### src/alu_pkg.sv
// Datapath widths and opcode map of the calculator
package alu_pkg;

	////////////////////////////////////////
	// Widths
	////////////////////////////////////////

	localparam int data_width = 8; // Operands and result
	localparam int op_width   = 6; // Low bits of the opcode byte

	////////////////////////////////////////
	// Opcodes
	////////////////////////////////////////

	// MIPS funct style encoding
	typedef enum logic [op_width-1:0] {
		op_add = 6'b100000, // A + B
		op_sub = 6'b100010, // A - B
		op_and = 6'b100100, // A & B
		op_or  = 6'b100101, // A | B
		op_xor = 6'b100110, // A ^ B
		op_nor = 6'b100111, // ~(A | B)
		op_sra = 6'b000011, // A >>> B[2:0], sign fill
		op_srl = 6'b000010  // A >> B[2:0], zero fill
	} alu_op_e;

	// Anything else decodes to a zero result

endpackage

### src/uart_pkg.sv
// UART framing shared by receiver and transmitter
package uart_pkg;

	////////////////////////////////////////
	// Framing
	////////////////////////////////////////

	localparam int oversample = 16; // Ticks per bit
	localparam int stop_bits  = 1;  // No parity, one stop

	////////////////////////////////////////
	// Line state machine
	////////////////////////////////////////

	// Same four phases in both directions
	typedef enum logic [1:0] {
		st_idle  = 2'b00, // Line high, waiting
		st_start = 2'b01, // Start bit
		st_data  = 2'b10, // Data bits, LSB first
		st_stop  = 2'b11  // Stop bit
	} uart_state_e;

endpackage
### src/uart_alu_top.sv
`timescale 1ns/1ps

// Serial calculator, A B Op in, one result byte out
module uart_alu_top #(
	parameter int data_width    = alu_pkg::data_width,
	parameter int clks_per_tick = 54
) (
	input  logic clk,
	input  logic arst_n,
	input  logic rxd,       // UART in
	output logic txd,       // UART out
	output logic frame_err  // Bad stop bit seen
);
	import alu_pkg::*;

	logic                  tick;
	logic [data_width-1:0] rx_data;
	logic                  rx_done;
	logic [data_width-1:0] a;
	logic [data_width-1:0] b;
	alu_op_e               op;
	logic [data_width-1:0] result;
	logic [data_width-1:0] tx_data;
	logic                  tx_start;
	logic                  tx_busy;

	baud_gen #(.clks_per_tick(clks_per_tick)) u_baud_gen (
		.clk   (clk),
		.arst_n(arst_n),
		.tick  (tick)
	);

	uart_rx #(.data_width(data_width)) u_uart_rx (
		.clk      (clk),
		.arst_n   (arst_n),
		.tick     (tick),
		.rxd      (rxd),
		.rx_data  (rx_data),
		.rx_done  (rx_done),
		.frame_err(frame_err)
	);

	alu_uart_ctrl #(.data_width(data_width)) u_ctrl (
		.clk      (clk),
		.arst_n   (arst_n),
		.rx_done  (rx_done),
		.frame_err(frame_err),
		.rx_data  (rx_data),
		.result   (result),
		.tx_busy  (tx_busy),
		.a        (a),
		.b        (b),
		.op       (op),
		.tx_data  (tx_data),
		.tx_start (tx_start)
	);

	alu #(.data_width(data_width)) u_alu (
		.a     (a),
		.b     (b),
		.op    (op),
		.result(result)
	);

	uart_tx #(.data_width(data_width)) u_uart_tx (
		.clk     (clk),
		.arst_n  (arst_n),
		.tick    (tick),
		.tx_start(tx_start),
		.tx_data (tx_data),
		.txd     (txd),
		.tx_busy (tx_busy)
	);

endmodule

### src/alu_uart_ctrl.sv
`timescale 1ns/1ps

// Byte sequencer between UART and ALU
module alu_uart_ctrl #(
	parameter int data_width = alu_pkg::data_width
) (
	input  logic                  clk,
	input  logic                  arst_n,
	input  logic                  rx_done,   // Byte received
	input  logic                  frame_err, // Bad stop bit
	input  logic [data_width-1:0] rx_data,
	input  logic [data_width-1:0] result,    // From ALU
	input  logic                  tx_busy,
	output logic [data_width-1:0] a,
	output logic [data_width-1:0] b,
	output alu_pkg::alu_op_e      op,
	output logic [data_width-1:0] tx_data,   // Result register
	output logic                  tx_start
);
	import alu_pkg::*;

	// Sequence counter values
	localparam logic [1:0] seq_a  = 2'd0;
	localparam logic [1:0] seq_b  = 2'd1;
	localparam logic [1:0] seq_op = 2'd2;

	logic [1:0] seq_cnt;   // Which byte comes next
	logic       op_loaded; // Op just written, ALU settles this cycle
	logic       pending;   // Result waiting for transmitter

	////////////////////////////////////////
	// Byte sequencing
	////////////////////////////////////////

	always_ff @(posedge clk or negedge arst_n)
	begin
		if (!arst_n)
		begin
			seq_cnt   <= seq_a;
			op_loaded <= 1'b0;
		end
		else
		begin
			op_loaded <= 1'b0;
			if (frame_err)
				seq_cnt <= seq_a; // Resync, next byte is A
			else if (rx_done)
			begin
				if (seq_cnt == seq_op)
				begin
					seq_cnt   <= seq_a; // Triple complete
					op_loaded <= 1'b1;
				end
				else
					seq_cnt <= seq_cnt + 1'b1;
			end
		end
	end

	// Operand registers, untouched by frame errors
	always_ff @(posedge clk)
	begin
		if (rx_done)
			case (seq_cnt)
				seq_a:   a  <= rx_data;
				seq_b:   b  <= rx_data;
				seq_op:  op <= alu_op_e'(rx_data[op_width-1:0]); // Top bits ignored
				default: ;
			endcase
	end

	////////////////////////////////////////
	// Result and transmit start
	////////////////////////////////////////

	always_ff @(posedge clk)
	begin
		if (op_loaded)
			tx_data <= result; // Newer triple overwrites
	end

	always_ff @(posedge clk or negedge arst_n)
	begin
		if (!arst_n)
			pending <= 1'b0;
		else if (op_loaded)
			pending <= 1'b1;
		else if (tx_start)
			pending <= 1'b0;
	end

	assign tx_start = pending & ~tx_busy; // Single pulse, busy follows

	a_seq_range: assert property (@(posedge clk) disable iff (!arst_n)
		seq_cnt != 2'd3);

	// Result leaves only through a transmit
	a_pending_clear: assert property (@(posedge clk) disable iff (!arst_n)
		$fell(pending) |-> $past(tx_start));

endmodule

### src/alu.sv
`timescale 1ns/1ps

// Combinational ALU
module alu #(
	parameter int data_width = alu_pkg::data_width
) (
	input  logic [data_width-1:0] a,
	input  logic [data_width-1:0] b,
	input  alu_pkg::alu_op_e      op,
	output logic [data_width-1:0] result
);
	import alu_pkg::*;

	logic [2:0] shamt; // Shift distance from B

	assign shamt = b[2:0];

	always_comb
	begin
		case (op)
			op_add: result = a + b;          // Carry dropped
			op_sub: result = a - b;
			op_and: result = a & b;
			op_or:  result = a | b;
			op_xor: result = a ^ b;
			op_nor: result = ~(a | b);
			op_sra: result = $signed(a) >>> shamt; // Sign fill
			op_srl: result = a >> shamt;
			default: result = '0;            // Undefined opcode
		endcase
	end

endmodule

### src/uart_tx.sv
`timescale 1ns/1ps

// UART transmitter, start + data LSB first + stop
module uart_tx #(
	parameter int data_width = alu_pkg::data_width
) (
	input  logic                  clk,
	input  logic                  arst_n,
	input  logic                  tick,     // Oversampling strobe
	input  logic                  tx_start, // One cycle, only while idle
	input  logic [data_width-1:0] tx_data,  // Latched on tx_start
	output logic                  txd,      // Serial out
	output logic                  tx_busy   // Frame in flight
);
	import uart_pkg::*;

	localparam int stop_ticks = oversample * stop_bits;
	localparam int cnt_w = $clog2(stop_ticks);
	localparam int bit_w = (data_width > 1) ? $clog2(data_width) : 1;
	localparam logic [cnt_w-1:0] bit_end  = cnt_w'(oversample - 1);
	localparam logic [cnt_w-1:0] stop_end = cnt_w'(stop_ticks - 1);
	localparam logic [bit_w-1:0] last_bit = bit_w'(data_width - 1);

	uart_state_e           state;
	logic [cnt_w-1:0]      tick_cnt; // Line changes at count zero
	logic [bit_w-1:0]      bit_cnt;
	logic [data_width-1:0] shift;

	always_ff @(posedge clk or negedge arst_n)
	begin
		if (!arst_n)
		begin
			state    <= st_idle;
			tick_cnt <= '0;
			bit_cnt  <= '0;
			txd      <= 1'b1; // Mark level
			tx_busy  <= 1'b0;
		end
		else
		begin
			case (state)
				st_idle:
				begin
					txd      <= 1'b1;
					tick_cnt <= '0;
					bit_cnt  <= '0;
					if (tx_start)
					begin
						tx_busy <= 1'b1;
						state   <= st_start;
					end
				end
				st_start:
					if (tick)
					begin
						if (tick_cnt == '0)
							txd <= 1'b0; // First tick after start
						if (tick_cnt == bit_end)
						begin
							tick_cnt <= '0;
							state    <= st_data;
						end
						else
							tick_cnt <= tick_cnt + 1'b1;
					end
				st_data:
					if (tick)
					begin
						if (tick_cnt == '0)
							txd <= shift[0];
						if (tick_cnt == bit_end)
						begin
							tick_cnt <= '0;
							if (bit_cnt == last_bit)
								state <= st_stop;
							else
								bit_cnt <= bit_cnt + 1'b1;
						end
						else
							tick_cnt <= tick_cnt + 1'b1;
					end
				st_stop:
					if (tick)
					begin
						if (tick_cnt == '0)
							txd <= 1'b1;
						if (tick_cnt == stop_end)
						begin
							tick_cnt <= '0;
							tx_busy  <= 1'b0; // Next start lands a full bit later
							state    <= st_idle;
						end
						else
							tick_cnt <= tick_cnt + 1'b1;
					end
				default: state <= st_idle;
			endcase
		end
	end

	// Payload shifter
	always_ff @(posedge clk)
	begin
		if (state == st_idle && tx_start)
			shift <= tx_data;
		else if (state == st_data && tick && tick_cnt == '0)
			shift <= shift >> 1; // Bit 0 just went out
	end

	// Controller must hold off while a frame is out
	a_no_start_busy: assert property (@(posedge clk) disable iff (!arst_n)
		tx_start |-> !tx_busy);

endmodule

### src/uart_rx.sv
`timescale 1ns/1ps

// 16x oversampling UART receiver, 8N1
module uart_rx #(
	parameter int data_width = alu_pkg::data_width
) (
	input  logic                  clk,
	input  logic                  arst_n,
	input  logic                  tick,      // Oversampling strobe
	input  logic                  rxd,       // Serial in, idles high
	output logic [data_width-1:0] rx_data,   // Valid with rx_done
	output logic                  rx_done,   // Good frame, one cycle
	output logic                  frame_err  // Stop bit low, one cycle
);
	import uart_pkg::*;

	localparam int cnt_w = $clog2(oversample);
	localparam int bit_w = (data_width > 1) ? $clog2(data_width) : 1;
	localparam logic [cnt_w-1:0] mid_tick = cnt_w'(oversample / 2 - 1);
	localparam logic [cnt_w-1:0] end_tick = cnt_w'(oversample - 1);
	localparam logic [bit_w-1:0] last_bit = bit_w'(data_width - 1);

	uart_state_e           state;
	logic [cnt_w-1:0]      tick_cnt; // Ticks into current bit
	logic [bit_w-1:0]      bit_cnt;  // Data bit index
	logic [data_width-1:0] shift;
	logic                  rxd_meta;
	logic                  rxd_sync;
	logic                  rxd_last; // Previous synced level
	logic                  fall;     // Start edge

	////////////////////////////////////////
	// Input synchronizer
	////////////////////////////////////////

	always_ff @(posedge clk or negedge arst_n)
	begin
		if (!arst_n)
		begin
			rxd_meta <= 1'b1; // Line idles high
			rxd_sync <= 1'b1;
			rxd_last <= 1'b1;
		end
		else
		begin
			rxd_meta <= rxd;
			rxd_sync <= rxd_meta;
			rxd_last <= rxd_sync;
		end
	end

	// Edge, not level, so a line stuck low after a bad stop is not a new start
	assign fall = rxd_last & ~rxd_sync;

	////////////////////////////////////////
	// Frame FSM
	////////////////////////////////////////

	always_ff @(posedge clk or negedge arst_n)
	begin
		if (!arst_n)
		begin
			state     <= st_idle;
			tick_cnt  <= '0;
			bit_cnt   <= '0;
			rx_done   <= 1'b0;
			frame_err <= 1'b0;
		end
		else
		begin
			rx_done   <= 1'b0; // Pulses by default
			frame_err <= 1'b0;
			case (state)
				st_idle:
				begin
					tick_cnt <= '0;
					bit_cnt  <= '0;
					if (fall)
						state <= st_start;
				end
				st_start:
					if (tick)
					begin
						if (tick_cnt == mid_tick)
						begin
							tick_cnt <= '0;
							// Middle of start bit, reject glitches
							state    <= rxd_sync ? st_idle : st_data;
						end
						else
							tick_cnt <= tick_cnt + 1'b1;
					end
				st_data:
					if (tick)
					begin
						if (tick_cnt == end_tick) // Mid data bit
						begin
							tick_cnt <= '0;
							if (bit_cnt == last_bit)
								state <= st_stop;
							else
								bit_cnt <= bit_cnt + 1'b1;
						end
						else
							tick_cnt <= tick_cnt + 1'b1;
					end
				st_stop:
					if (tick)
					begin
						if (tick_cnt == end_tick) // Mid stop bit
						begin
							tick_cnt <= '0;
							state    <= st_idle;
							if (rxd_sync)
								rx_done <= 1'b1;
							else
								frame_err <= 1'b1;
						end
						else
							tick_cnt <= tick_cnt + 1'b1;
					end
				default: state <= st_idle;
			endcase
		end
	end

	// Sample in LSB first
	always_ff @(posedge clk)
	begin
		if (state == st_data && tick && tick_cnt == end_tick)
			shift <= {rxd_sync, shift[data_width-1:1]};
	end

	assign rx_data = shift; // Holds until next frame's first data bit

	// One stop sample, one outcome
	a_done_err_excl: assert property (@(posedge clk) disable iff (!arst_n)
		!(rx_done && frame_err));

endmodule

### src/baud_gen.sv
`timescale 1ns/1ps

// Oversampling strobe for both UART directions
module baud_gen #(
	parameter int clks_per_tick = 54 // 100 MHz / (115200 * 16)
) (
	input  logic clk,
	input  logic arst_n,
	output logic tick // One cycle high per period
);

	localparam int cnt_w = (clks_per_tick > 1) ? $clog2(clks_per_tick) : 1;
	localparam logic [cnt_w-1:0] reload = cnt_w'(clks_per_tick - 1);

	logic [cnt_w-1:0] cnt; // Cycles left in this period

	// Free running down counter
	always_ff @(posedge clk or negedge arst_n)
	begin
		if (!arst_n)
		begin
			cnt  <= reload;
			tick <= 1'b0;
		end
		else if (cnt == '0)
		begin
			cnt  <= reload; // Wrap and strobe
			tick <= 1'b1;
		end
		else
		begin
			cnt  <= cnt - 1'b1;
			tick <= 1'b0;
		end
	end

endmodule

### config.mk
export PLATFORM = sky130hd
export DESIGN_NAME = uart_alu_top
export DESIGN_NICKNAME = d
export VERILOG_FILES = /design/src/alu_pkg.sv /design/src/uart_pkg.sv /design/src/uart_alu_top.sv /design/src/alu_uart_ctrl.sv /design/src/alu.sv /design/src/uart_tx.sv /design/src/uart_rx.sv /design/src/baud_gen.sv
export SDC_FILE = /design/constraint.sdc
export NUM_CORES = 1
export LEC_CHECK = 0
export BUFFER_PORTS_ARGS = -buffer_cell sky130_fd_sc_hd__buf_2
export CAP_MARGIN = 30
export CORE_MARGIN = 2
export CORE_UTILIZATION = 50
export DETAILED_ROUTE_END_ITERATION = 8
export PLACE_DENSITY = 0.65
export SLEW_MARGIN = 20
export SYNTH_ARGS = -nofsm -noshare
export SYNTH_HDL_FRONTEND = slang
export SYNTH_SLANG_ARGS = --single-unit
### constraint.sdc
create_clock -name clk -period 6 [get_ports clk]
set_input_delay 0.6 -clock clk [delete_from_list [all_inputs] [get_ports clk]]
set_output_delay 0.6 -clock clk [all_outputs]
set_load 0.05 [all_outputs]
Word level (Yosys, flattened, before mapping)

Cells that the tools add are included.

Register bits: 82
Latch bits: 0
Bits in writable memories: 0
ROM bits: 0
Input port bits: 3
Output and inout bits: 2
Word-level logic and storage cells: 181
Memories: 0

Add/subtract/negate cells: 8
Multipliers: 0
Div/mod/pow operators: 0
$lt $le $gt $ge: 0
Equal/unequal tests: 44
Shift-type cells: 2
Muxes and demuxes: 67
Bitwise gates (word level): 8
Reductions and logical operators: 28

Operators with widths:

| kind                | number |
|---|---|
| $pmux 8 s8          | 1 |
| $mux 2              | 20 |
| $eq 6x6->1 const B  | 6 |
| $ne 2x1->1 const B  | 15 |
| $mux 4              | 6 |
| $mux 1              | 23 |
| $mux 3              | 6 |
| $mux 8              | 2 |
| $ne 2x2->1 const B  | 8 |
| $pmux 2 s4          | 2 |
| $reduce_and 8->1    | 2 |
| $eq 6x2->1 const B  | 2 |
| $pmux 3 s2          | 2 |
| $pmux 4 s3          | 1 |
| $reduce_and 4->1    | 3 |
| $reduce_bool 2->1   | 6 |
| $eq 2x2->1 const B  | 5 |
| $add 4x1->4 const B | 2 |
| $add 8x8->8         | 1 |
| $and 8x8->8         | 1 |
| $eq 4x4->1 const B  | 2 |
| $not 8->8           | 1 |
| $or 8x8->8          | 1 |
| $pmux 4 s2          | 1 |
| other kinds (23)    | 38 |

Logic depth before layout (Yosys ltp)

Gate-level depths: netlist of run 1.

Depth in word-level cells: 5
Gate-level depth with buffers: 11
Depth with buffers taken out: 10

By module

A second synthesis of run 1 with hierarchy kept.

Cell total of the unflattened synthesis: 412
Area, all modules: 4,754.6 um2

By module, submodules not included:

| module        | times used | cells each | area each (um2) | seq. area each (um2) |
|---|---|---|---|---|
| alu           | 1          | 177        | 1,308.8         | 0.0 |
| alu_uart_ctrl | 1          | 44         | 1,086.0         | 1,001.0 |
| uart_tx       | 1          | 91         | 1,083.5         | 516.7 |
| uart_rx       | 1          | 71         | 957.2           | 594.3 |
| baud_gen      | 1          | 29         | 319.1           | 180.2 |

Least setup slack after synthesis of run 1

No wires, ideal clock.

Path kind: register to register
From: register u_ctrl.op[3]
To: register u_ctrl.tx_data[4] (data pin)
Setup time: 0.261 ns
Arrival: 2.271 ns
Data required time: 5.739 ns
Slack: 3.468 ns
Stages on the path, launching flop included: 10
Buffers on the path: 1
Clock period less this slack: 2.532 ns
Cell sequence: edfxtp_1 nor3_2 and3_4 buf_6 mux2_2 fa_1 nor2b_1 o31a_1 a211oi_1 a221o_1

Cells in the longest elaborated chain, start to end: 2
Elaborated cells between the ends (all ways): 9
Those cells by class: 8 x eq/ne; 1 x mux

Ends and longest elaborated chain:

| element                                  | RTL line            | source |
|---|---|---|
| start: declaration                       | alu_uart_ctrl.sv:16 | `output alu_pkg::alu_op_e op,` |
| start signal: assignment                 | alu_uart_ctrl.sv:67 | `seq_op: op <= alu_op_e'(rx_data[op_width-1:0]);` |
| $eq 6x2->1 or $eq 6x6->1 (tied branches) | alu.sv:20           | `case (op)` |
| $pmux 8 s8 *                             | alu.sv:20           |  |
| named net result[4]                      | uart_alu_top.sv:22  | `logic [data_width-1:0] result;` |
| end signal: assignment                   | alu_uart_ctrl.sv:79 | `tx_data <= result;` |
| end: declaration                         | alu_uart_ctrl.sv:17 | `output logic [data_width-1:0] tx_data,` |

The timed path passes the listed nets; every way through them passes the cells marked *.
A chain may end at the register's enable or synchronous reset.

Worst setup path in the final report of run 1

From: register u_ctrl.op[0]
To: register u_ctrl.tx_data[6] (data pin)

The elaborated chain is that of the path after synthesis.

==> qor.txt, run 1 <==
final setup TNS -> 0 ns
dpl cells -> 526
Top FF cell, synth -> edfxtp_1
Min Clock Period, post-route -> 2.95 ns
number of global-route vias before repair -> 3120
FP Rows -> 35
clock skew -> 0.0162 ns
combinational power share -> 1.1%
Synth area leaders -> edfxtp_1 30%, dfrtp_1 15%, ha_1 10%, dfstp_2 4.6%, mux2_2 3.7%
crit path launch type -> register
antenna cells -> 0
post-CTS sizing -> 0
P_sw -> 0.000219 W
Critical Path AT -> 3.12 ns
full die area -> 10000 um^2
Longest Clk Path Bufs -> 2
Final Non-Filler Cells -> 543
max_cap viols -> 0
leakage -> 2.01 nW
Seq/Total Area, Yosys -> 49.8%
placed instance area -> 4700 um^2
Compound-Gate Fraction of Synth Area -> 13.0%
Placeable Area -> 9060 um^2
initial DRC count -> 232
maximum vdd drop -> 0.000140 V
Max Transition Viols Final -> 0
largest net degree at the start of global routing -> 37
synth unique cells -> 56
Fin Hold WS -> 0.311 ns
CP Data Required Time -> 6.17 ns
Pre-antenna DRT Iters -> 5
number of synthesized flops with an enable pin -> 46
DRC -> 0
fin crit share -> 49.1%
Max Fanout on Critical Path -> 21
GRT Total Usage -> 18.8%
most common cell in the netlist -> edfxtp_1
CTS tree -> done
final setup violation count -> 0
share of layout cells above drive strength 1 -> 12.5%
cts bufs inserted -> 9
Int Pwr -> 0.000752 W
max_slew headroom -> 47.2%
Setup CP Type -> register to register
clk slew on worst S/H paths -> 0.09 ns
total via count in the routed design -> 3075
Yosys warnings -> 0
Synth Area in XOR/XNOR -> 2.66%
adder-cell share of the synthesized area -> 10.5%
CTS sink cnt -> 82
Flop pwr share -> 61.6%
synthesized area -> 4610 um^2
Critical Path Sink Type -> register
Synth Instances -> 424
Clock H-tree levels -> 3
Switching Fraction -> 22.5%
Worst Hold Class -> primary input to asynchronous set/reset pin
mux contribution to synthesized area -> 7.69%
share of flip-flops with an asynchronous set or reset -> 43.9%
Die H -> 100 um
Worst Max-Slew Pin Slew -> 0.789 ns
first-pass GRT wire length -> 14.9 mm
Die W -> 100 um
syn_nets -> 465
initial antenna violation count -> 0
simple-gate portion of the synthesized area -> 12.1%
vias per cell -> 5.66
worst skew pair latency -> 0.35 ns
GR Overflow Total -> 0
met1 Usage GRT -> 26.3%
final hold violations -> 0
largest family of logic cells by synthesized area -> compound AO/OA/AOI/OAI gates
nets -> 468
status -> completed
design area -> 4880 um^2
met3 Track Usage GR -> 3.20%
RSZ-0062 raised after global routing -> no
ANT nets after route -> 0
#FFs+latches synth -> 82
drt wl/cell -> 15.7 um
power per cell area -> 199 nW/um^2
PortBufs -> 4
DPL Wire Length -> 6.28 mm
final WL -> 8.50 mm
Yosys top cell by area -> edfxtp_1
hold_buf cts -> 0
Starting Density -> 50.8%
io pins -> 5
layer with the highest usage -> met2
upper clock frequency limit -> 339 MHz
Clock power frac -> 37.3%
post-synth top area share -> 30.0%
top post-synthesis cells by count -> 46 x edfxtp_1, 45 x nand2_1, 37 x ha_1, 34 x inv_1, 32 x nor2_1
Final GP Congestion -> 0.884
clock root buffer -> clkbuf_8
synthesized area per cell -> 10.9 um^2
Syn-to-layout area delta -> 5.98%
grt met2 use -> 30.0%
Setup Fix Bufs, Post-CTS -> 0
==> power by group through the flow <==
stage	Sequential [W]	Combinational, W	Clock (W)
after floorplan	0.000606	0.00000723	0
after global placement	0.000609	0.0000111	0
after detailed placement	0.000609	0.0000113	0
after CTS	0.000597	0.0000114	0.000375
after global routing	0.000598	0.0000137	0.000398
final	0.000597	0.0000110	0.000362
==> critical path, stage by stage, from the launching register on <==
cell	delay, ns
edfxtp_1	0.72
nor2b_4	0.23
and3_4	0.25
mux2_2	0.38
fa_1	0.45
nor2b_1	0.17
o31a_1	0.17
o21a_1	0.14
nor3_1	0.05
o31ai_1	0.22
==> path summary, 6_finish.rpt <==
kind	start	endpoint	slack, ns	cells after the start
setup / recovery	u_ctrl.op[0]	u_ctrl.tx_data[6]	3.05	9
max in group asynchronous	arst_n	u_ctrl.op_loaded	5.19	1
hold reg to reg	u_uart_rx.rxd_meta	u_uart_rx.rxd_sync	0.36	0
min in group clk	rxd	u_uart_rx.rxd_meta	0.34	1
hold / removal	arst_n	u_uart_tx.bit_cnt[0]	0.31	1
setup reg to reg	u_ctrl.op[0]	u_ctrl.tx_data[6]	3.05	9
==> metrics by stage <==
step                      worst slack (ns)  utilization, %  power, W
after global placement                3.17            51.9  0.000620
after detailed placement              3.10            51.9  0.000621
after floorplan                       3.47               -  0.000613
final                                 3.05            53.8  0.000970
after CTS                             3.06            53.8  0.000984
after global routing                  2.81            53.8   0.00101
==> sequential cells by signal, summed over array words and instances (netlist names), 2 cells and up, named ones only <==
signal	flops
u_uart_tx.shift	8
u_uart_tx.tick_cnt	4
u_uart_tx.state	2
u_ctrl.a	8
u_ctrl.op	6
u_ctrl.b	8
u_uart_tx.bit_cnt	3
u_uart_rx.bit_cnt	3
u_ctrl.seq_cnt	2
u_ctrl.tx_data	8
u_baud_gen.cnt	6
u_uart_rx.tick_cnt	4
u_uart_rx.rx_data	8
==> cells by family after synthesis <==
| logic type | count (synthesis) |
|---|---|
| XOR/XNOR | 14 |
| flip-flops | 82 |
| multiplexers | 31 |
| AO/OA/AOI/OAI | 92 |
| buffers and inverters | 48 |
| AND/OR/NAND/NOR | 119 |
| adder cells (fa/ha/maj) | 38 |
==> final cells by class <==
class	count	area, um^2
fillers	788	4180
flip-flops and latches	82	2290
multi-input cells	294	2110
well taps	111	139
clock buffers	10	128
inverters	34	128
clock inverters	6	47.5
repair buffers	6	32.5
==> cells in the final DEF, fill, tap and decap left out, drive strengths merged, types with 2 or more instances in the layout <==
master,instances
a31oi,7
nor3,11
clkbuf,10
a31o,2
clkinv,2
a211oi,6
ha,37
dfstp,8
mux2,15
edfxtp,46
o21ai,27
or3,2
dfrtp,28
a22oi,3
o211ai,4
inv,38
xor2,5
a22o,3
mux2i,14
nand2,45
and3,4
o221ai,5
o31ai,2
xnor2,9
nand2b,2
mux4,2
buf,6
nand3,7
or2,2
nor2,32
o21a,4
a21o,4
a21oi,17
nor2b,5
nand4,3
==> layer usage <==
layer | wire, um | share of wire (%)
met1 | 4060 | 48
met2 | 4030 | 47
met3 | 305 | 3.6
met4 | 108 | 1.3
met5 | 0 | 0
Power figures use the tool's default switching activity.
==> run 2: changes to the inputs <==
==> constraint.sdc (replaced) <==
create_clock -name clk -period 3.07 [get_ports clk]
set_input_delay 0.307 -clock clk [delete_from_list [all_inputs] [get_ports clk]]
set_output_delay 0.307 -clock clk [all_outputs]
set_load 0.05 [all_outputs]
==> run 2 against run 1 <==
Effect of this change: sequential power increased by 96%; first-iteration DRC count decreased by 19%; utilization increased by 0.51 points; highest routed layer unchanged.
==> qor.txt, run 2 (synthesized netlist as in run 1, its figures left out) <==
status -> completed
Setup Fix Bufs, Post-CTS -> 0
Final GP Congestion -> 0.892
share of layout cells above drive strength 1 -> 13.3%
final setup TNS -> 0 ns
crit path launch type -> register
clock skew -> 0.0154 ns
initial DRC count -> 189
FP Rows -> 35
DRC -> 0
design area -> 4930 um^2
Max Transition Viols Final -> 0
max_cap viols -> 0
nets -> 472
cts bufs inserted -> 9
ANT nets after route -> 0
upper clock frequency limit -> 368 MHz
largest net degree at the start of global routing -> 37
final hold violations -> 0
hold_buf cts -> 0
final WL -> 8.33 mm
Worst Hold Class -> primary input to asynchronous set/reset pin
worst skew pair latency -> 0.35 ns
Longest Clk Path Bufs -> 2
clk slew on worst S/H paths -> 0.09 ns
leakage -> 2.04 nW
GRT Total Usage -> 18.0%
drt wl/cell -> 15.2 um
power per cell area -> 388 nW/um^2
max_slew headroom -> 41.1%
most common cell after layout, fill and taps aside -> edfxtp_1
Final Non-Filler Cells -> 547
Min Clock Period, post-route -> 2.72 ns
vias per cell -> 5.66
CTS tree -> done
Starting Density -> 50.8%
PortBufs -> 4
filler cell count -> 768
dpl cells -> 531
RSZ-0062 raised after global routing -> no
placed instance area -> 4740 um^2
Max Fanout on Critical Path -> 8
first-pass GRT wire length -> 14.2 mm
Pre-antenna DRT Iters -> 4
CP Data Required Time -> 3.23 ns
fin crit share -> 88.6%
io pins -> 5
DPL Wire Length -> 6.19 mm
final setup violation count -> 0
Die H -> 100 um
Clock H-tree levels -> 3
CTS sink cnt -> 82
GR Overflow Total -> 0
Setup CP Type -> register to register
clock root buffer -> clkbuf_8
maximum vdd drop -> 0.000336 V
Critical Path Sink Type -> register
total via count in the routed design -> 3098
initial antenna violation count -> 0
Die W -> 100 um
Critical Path AT -> 2.88 ns
number of global-route vias before repair -> 2939
Placeable Area -> 9060 um^2
Worst Max-Slew Pin Slew -> 0.881 ns
full die area -> 10000 um^2
post-CTS sizing -> 0
most frequent cells in the layout -> 46 x edfxtp_1, 45 x nand2_1, 37 x ha_1, 34 x inv_1, 32 x nor2_1
Fin Hold WS -> 0.0287 ns
antenna cells -> 0
Syn-to-layout area delta -> 6.98%
-- run 2: changes by cell type in the layout (fill, tap and decap cells not counted), sizes merged --
| cell | delta |
|---|---|
| buf | +4 |
| inv | -3 |
| clkinv | +2 |
| clkbuf | +1 |
-- run 2: final cells by class --
| cell class | count | area [um^2] | area share (%) |
|---|---|---|---|
| Sequential cell | 82 | 2290 | 46.5 |
| Clock buffer | 11 | 153 | 3.10 |
| Tap cell | 111 | 139 | 2.82 |
| Multi-Input combinational cell | 294 | 2110 | 42.9 |
| Clock inverter | 5 | 36.3 | 0.736 |
| Inverter | 34 | 128 | 2.59 |
| Timing Repair Buffer | 10 | 65.1 | 1.32 |
-- run 2: layer usage --
layer,global-route usage [%],up-vias,wire [um]
li1,-,1541,-
met1,24.8,1481,4030
met2,27.8,62,3910
met3,3.48,14,248
met4,8.01,0,140
met5,0,-,0
-- run 2: worst max-delay path, stage by stage (launching register included) --
cell and delay [ns]:
edfxtp_1 0.40, nor3_2 0.28, and3_4 0.28, mux2_2 0.37, fa_1 0.44, nor2b_1 0.17
o31a_1 0.17, o21a_1 0.15, nor3_1 0.05, o31ai_1 0.22
-- run 2: worst paths after layout --
kind | slack [ns] | cells after the start | to | from
max | 0.35 | 9 | u_ctrl.tx_data[6] | u_ctrl.op[3]
min | 0.03 | 1 | u_uart_tx.bit_cnt[2] | arst_n
max reg2reg | 0.35 | 9 | u_ctrl.tx_data[6] | u_ctrl.op[3]
min reg2reg | 0.37 | 0 | u_uart_rx.rxd_sync | u_uart_rx.rxd_meta
max in group asynchronous | 2.53 | 1 | u_baud_gen.tick | arst_n
min in group clk | 0.05 | 1 | u_uart_rx.rxd_meta | rxd
-- run 2: per-stage QoR --
stage	util, %	power, W	worst slack, ns
CTS	54.4	0.00194	0.363
global route	54.4	0.00199	0.211
floorplan	-	0.00120	0.538
detailed placement	52.3	0.00121	0.408
finish	54.4	0.00191	0.351
global placement	52.3	0.00121	0.474
-- run 2: report_power, final --
part	switching (W)	internal, W	leakage (nW)	total [W]
combinational	0.0000171	0.00000452	1.08	0.0000216
clock	0.000378	0.000346	0.0988	0.000724
sequential	0.00000790	0.00116	0.860	0.00117
total	0.000403	0.00151	2.04	0.00191
==> run 3: changes to the inputs <==
--- a/config.mk
+++ b/config.mk
@@ -11,6 +11,7 @@
 export CORE_UTILIZATION = 50
 export DETAILED_ROUTE_END_ITERATION = 8
 export PLACE_DENSITY = 0.65
+export SETUP_SLACK_MARGIN = 0.5
 export SLEW_MARGIN = 20
 export SYNTH_ARGS = -nofsm -noshare
 export SYNTH_HDL_FRONTEND = slang
==> constraint.sdc (replaced) <==
create_clock -name clk -period 3.07 [get_ports clk]
set_input_delay 0.4605 -clock clk [delete_from_list [all_inputs] [get_ports clk]]
set_output_delay 0.4605 -clock clk [all_outputs]
set_load 0.05 [all_outputs]
==> run 3 against run 2 <==
Effect of this change: via count up 0.81%; fmax increased by 5.6%; clock skew up 0.00054 ns; register-to-register slack improved by 0.14 ns; hold slack gained 0.15 ns; combinational power about the same; first-iteration DRC count increased by 2.1%; non-clock buffer count grew 7; sequential power about the same; largest cell class unchanged.
==> qor.txt, run 3 (synthesized netlist as in run 1, its figures left out) <==
initial antenna violation count -> 0
power per cell area -> 380 nW/um^2
Largest delay share family, worst path -> compound AO/OA/AOI/OAI gates
FP Rows -> 35
fin crit share -> 83.9%
GRT Total Usage -> 18.1%
Critical Path AT -> 2.78 ns
Register-to-Register Path Depth -> 11
FF-to-FF End -> u_ctrl.tx_data[7]
status -> completed
Die W -> 100 um
drt wl/cell -> 15.4 um
Longest Clk Path Bufs -> 2
met1 WL -> 4.01 mm
antenna cells -> 0
Critical Path Sink Type -> register
r2r setup slk -> 0.50 ns
io pins -> 5
clk slew on worst S/H paths -> 0.09 ns
total power -> 0.00191 W
Starting Density -> 50.8%
Final Non-Filler Cells -> 554
highest routed layer -> met4
most common cell after layout, fill and taps aside -> edfxtp_1
Placeable Area -> 9060 um^2
Worst Max-Slew Pin Slew -> 0.881 ns
worst skew pair latency -> 0.35 ns
DPL Wire Length -> 6.19 mm
CTS sink cnt -> 82
Clock H-tree levels -> 3
DRC -> 0
Max Transition Viols Final -> 0
Worst Hold Class -> primary input to asynchronous set/reset pin
max_cap viols -> 0
final WL -> 8.53 mm
CP Data Required Time -> 3.28 ns
Largest stage delay, worst path -> 0.43 ns
clock skew -> 0.0159 ns
CP dominant cell by count -> a21o_1
CTS tree -> done
Setup CP Type -> register to register
CP max stage cell -> edfxtp_1
most frequent cells in the layout -> 46 x edfxtp_1, 45 x nand2_1, 36 x ha_1, 33 x inv_1, 32 x nor2_1
Min Clock Period, post-route -> 2.57 ns
nets -> 479
Critical path buffers and inverters -> 1
first-pass GRT wire length -> 14.2 mm
largest net degree at the start of global routing -> 37
cts bufs inserted -> 9
Critical Path, Cell by Cell -> nor3_4 > and3_4 > buf_4 > a31oi_4 > xnor2_2 > ha_4 > a21o_1 > a31o_2 > a21o_1 > a211o_1 > nand3_2
GR Overflow Total -> 0
clock root buffer -> clkbuf_8
vias per cell -> 5.64
ANT nets after route -> 0
initial DRC count -> 193
final setup violation count -> 0
PortBufs -> 4
worst r2r src -> u_ctrl.op[3]
Pre-antenna DRT Iters -> 4
RSZ-0062 raised after global routing -> yes
dpl cells -> 531
full die area -> 10000 um^2
share of layout cells above drive strength 1 -> 16.3%
Syn-to-layout area delta -> 9.35%
detailed route wirelength on metal2 -> 4.04 mm
met3 WL -> 307 um
hold_buf cts -> 0
leakage -> 2.09 nW
upper clock frequency limit -> 388 MHz
final hold violations -> 0
Die H -> 100 um
Final GP Congestion -> 0.892
crit path launch type -> register
maximum vdd drop -> 0.000336 V
total via count in the routed design -> 3123
final setup TNS -> 0 ns
Max Fanout on Critical Path -> 8
number of global-route vias before repair -> 2967
max_slew headroom -> 41.1%
==> run 3: area by class of cell <==
type	instances	area, um^2
inverter	34	128
tap	111	139
clock buffer	11	153
fill	760	4030
timing repair buffer	17	118
clock inverter	5	36.3
sequential	82	2290
multi-input combinational	294	2170
==> run 3: power breakdown <==
group	switching [W]	total (W)	internal [W]
Combinational	0.0000170	0.0000216	0.00000452
Sequential	0.00000782	0.00117	0.00116
Clock	0.000376	0.000723	0.000346
==> run 3: routing by layer <==
metal | global-route usage, % | vias up
met2 | 28.1 | 63
met1 | 24.8 | 1490
met5 | 0 | -
met3 | 3.48 | 18
li1 | - | 1552
met4 | 8.01 | 0
==> run 3: how the worst max path moves through the flow <==
| stage | cells after the start | from | slack, ns | to |
|---|---|---|---|---|
| after floorplan | 9 | u_ctrl.op[3] | 0.54 | u_ctrl.tx_data[4] |
| after global placement | 8 | u_ctrl.op[3] | 0.47 | u_ctrl.tx_data[4] |
| after detailed placement | 9 | u_ctrl.op[2] | 0.41 | u_ctrl.tx_data[6] |
| after CTS | 9 | u_ctrl.op[3] | 0.50 | u_ctrl.tx_data[6] |
| after global routing | 10 | u_ctrl.op[3] | 0.37 | u_ctrl.tx_data[6] |
| final | 11 | u_ctrl.op[3] | 0.50 | u_ctrl.tx_data[7] |
==> run 3: per-stage QoR <==
| stage | utilization (%) | hold WS (ns) | worst slack, ns | area, um^2 |
|---|---|---|---|---|
| after floorplan | - | 0.165 | 0.538 | 4610 |
| after global placement | 52.3 | 0.349 | 0.474 | 4740 |
| after detailed placement | 52.3 | 0.349 | 0.408 | 4740 |
| after CTS | 54.6 | 0.182 | 0.498 | 4950 |
| after global routing | 55.6 | 0.169 | 0.371 | 5040 |
| final | 55.6 | 0.182 | 0.495 | 5040 |
==> run 3: worst reg2reg max path: cells and delay by family (launching register included) <==
| family | cells | cell delay [ns] |
|---|---|---|
| AND/OR/NAND/NOR | 3 | 0.54 |
| AO/OA/AOI/OAI | 5 | 0.85 |
| buffers and inverters | 1 | 0.13 |
| XOR/XNOR | 1 | 0.23 |
| flip-flops | 1 | 0.43 |
| adder cells (fa/ha/maj) | 1 | 0.25 |
==> run 3: what timing repair did <==
action	CTS	global route
setup endpoints to repair	4	5
buffers inserted	2	5
gates resized for setup	2	9
pin swaps	2	10
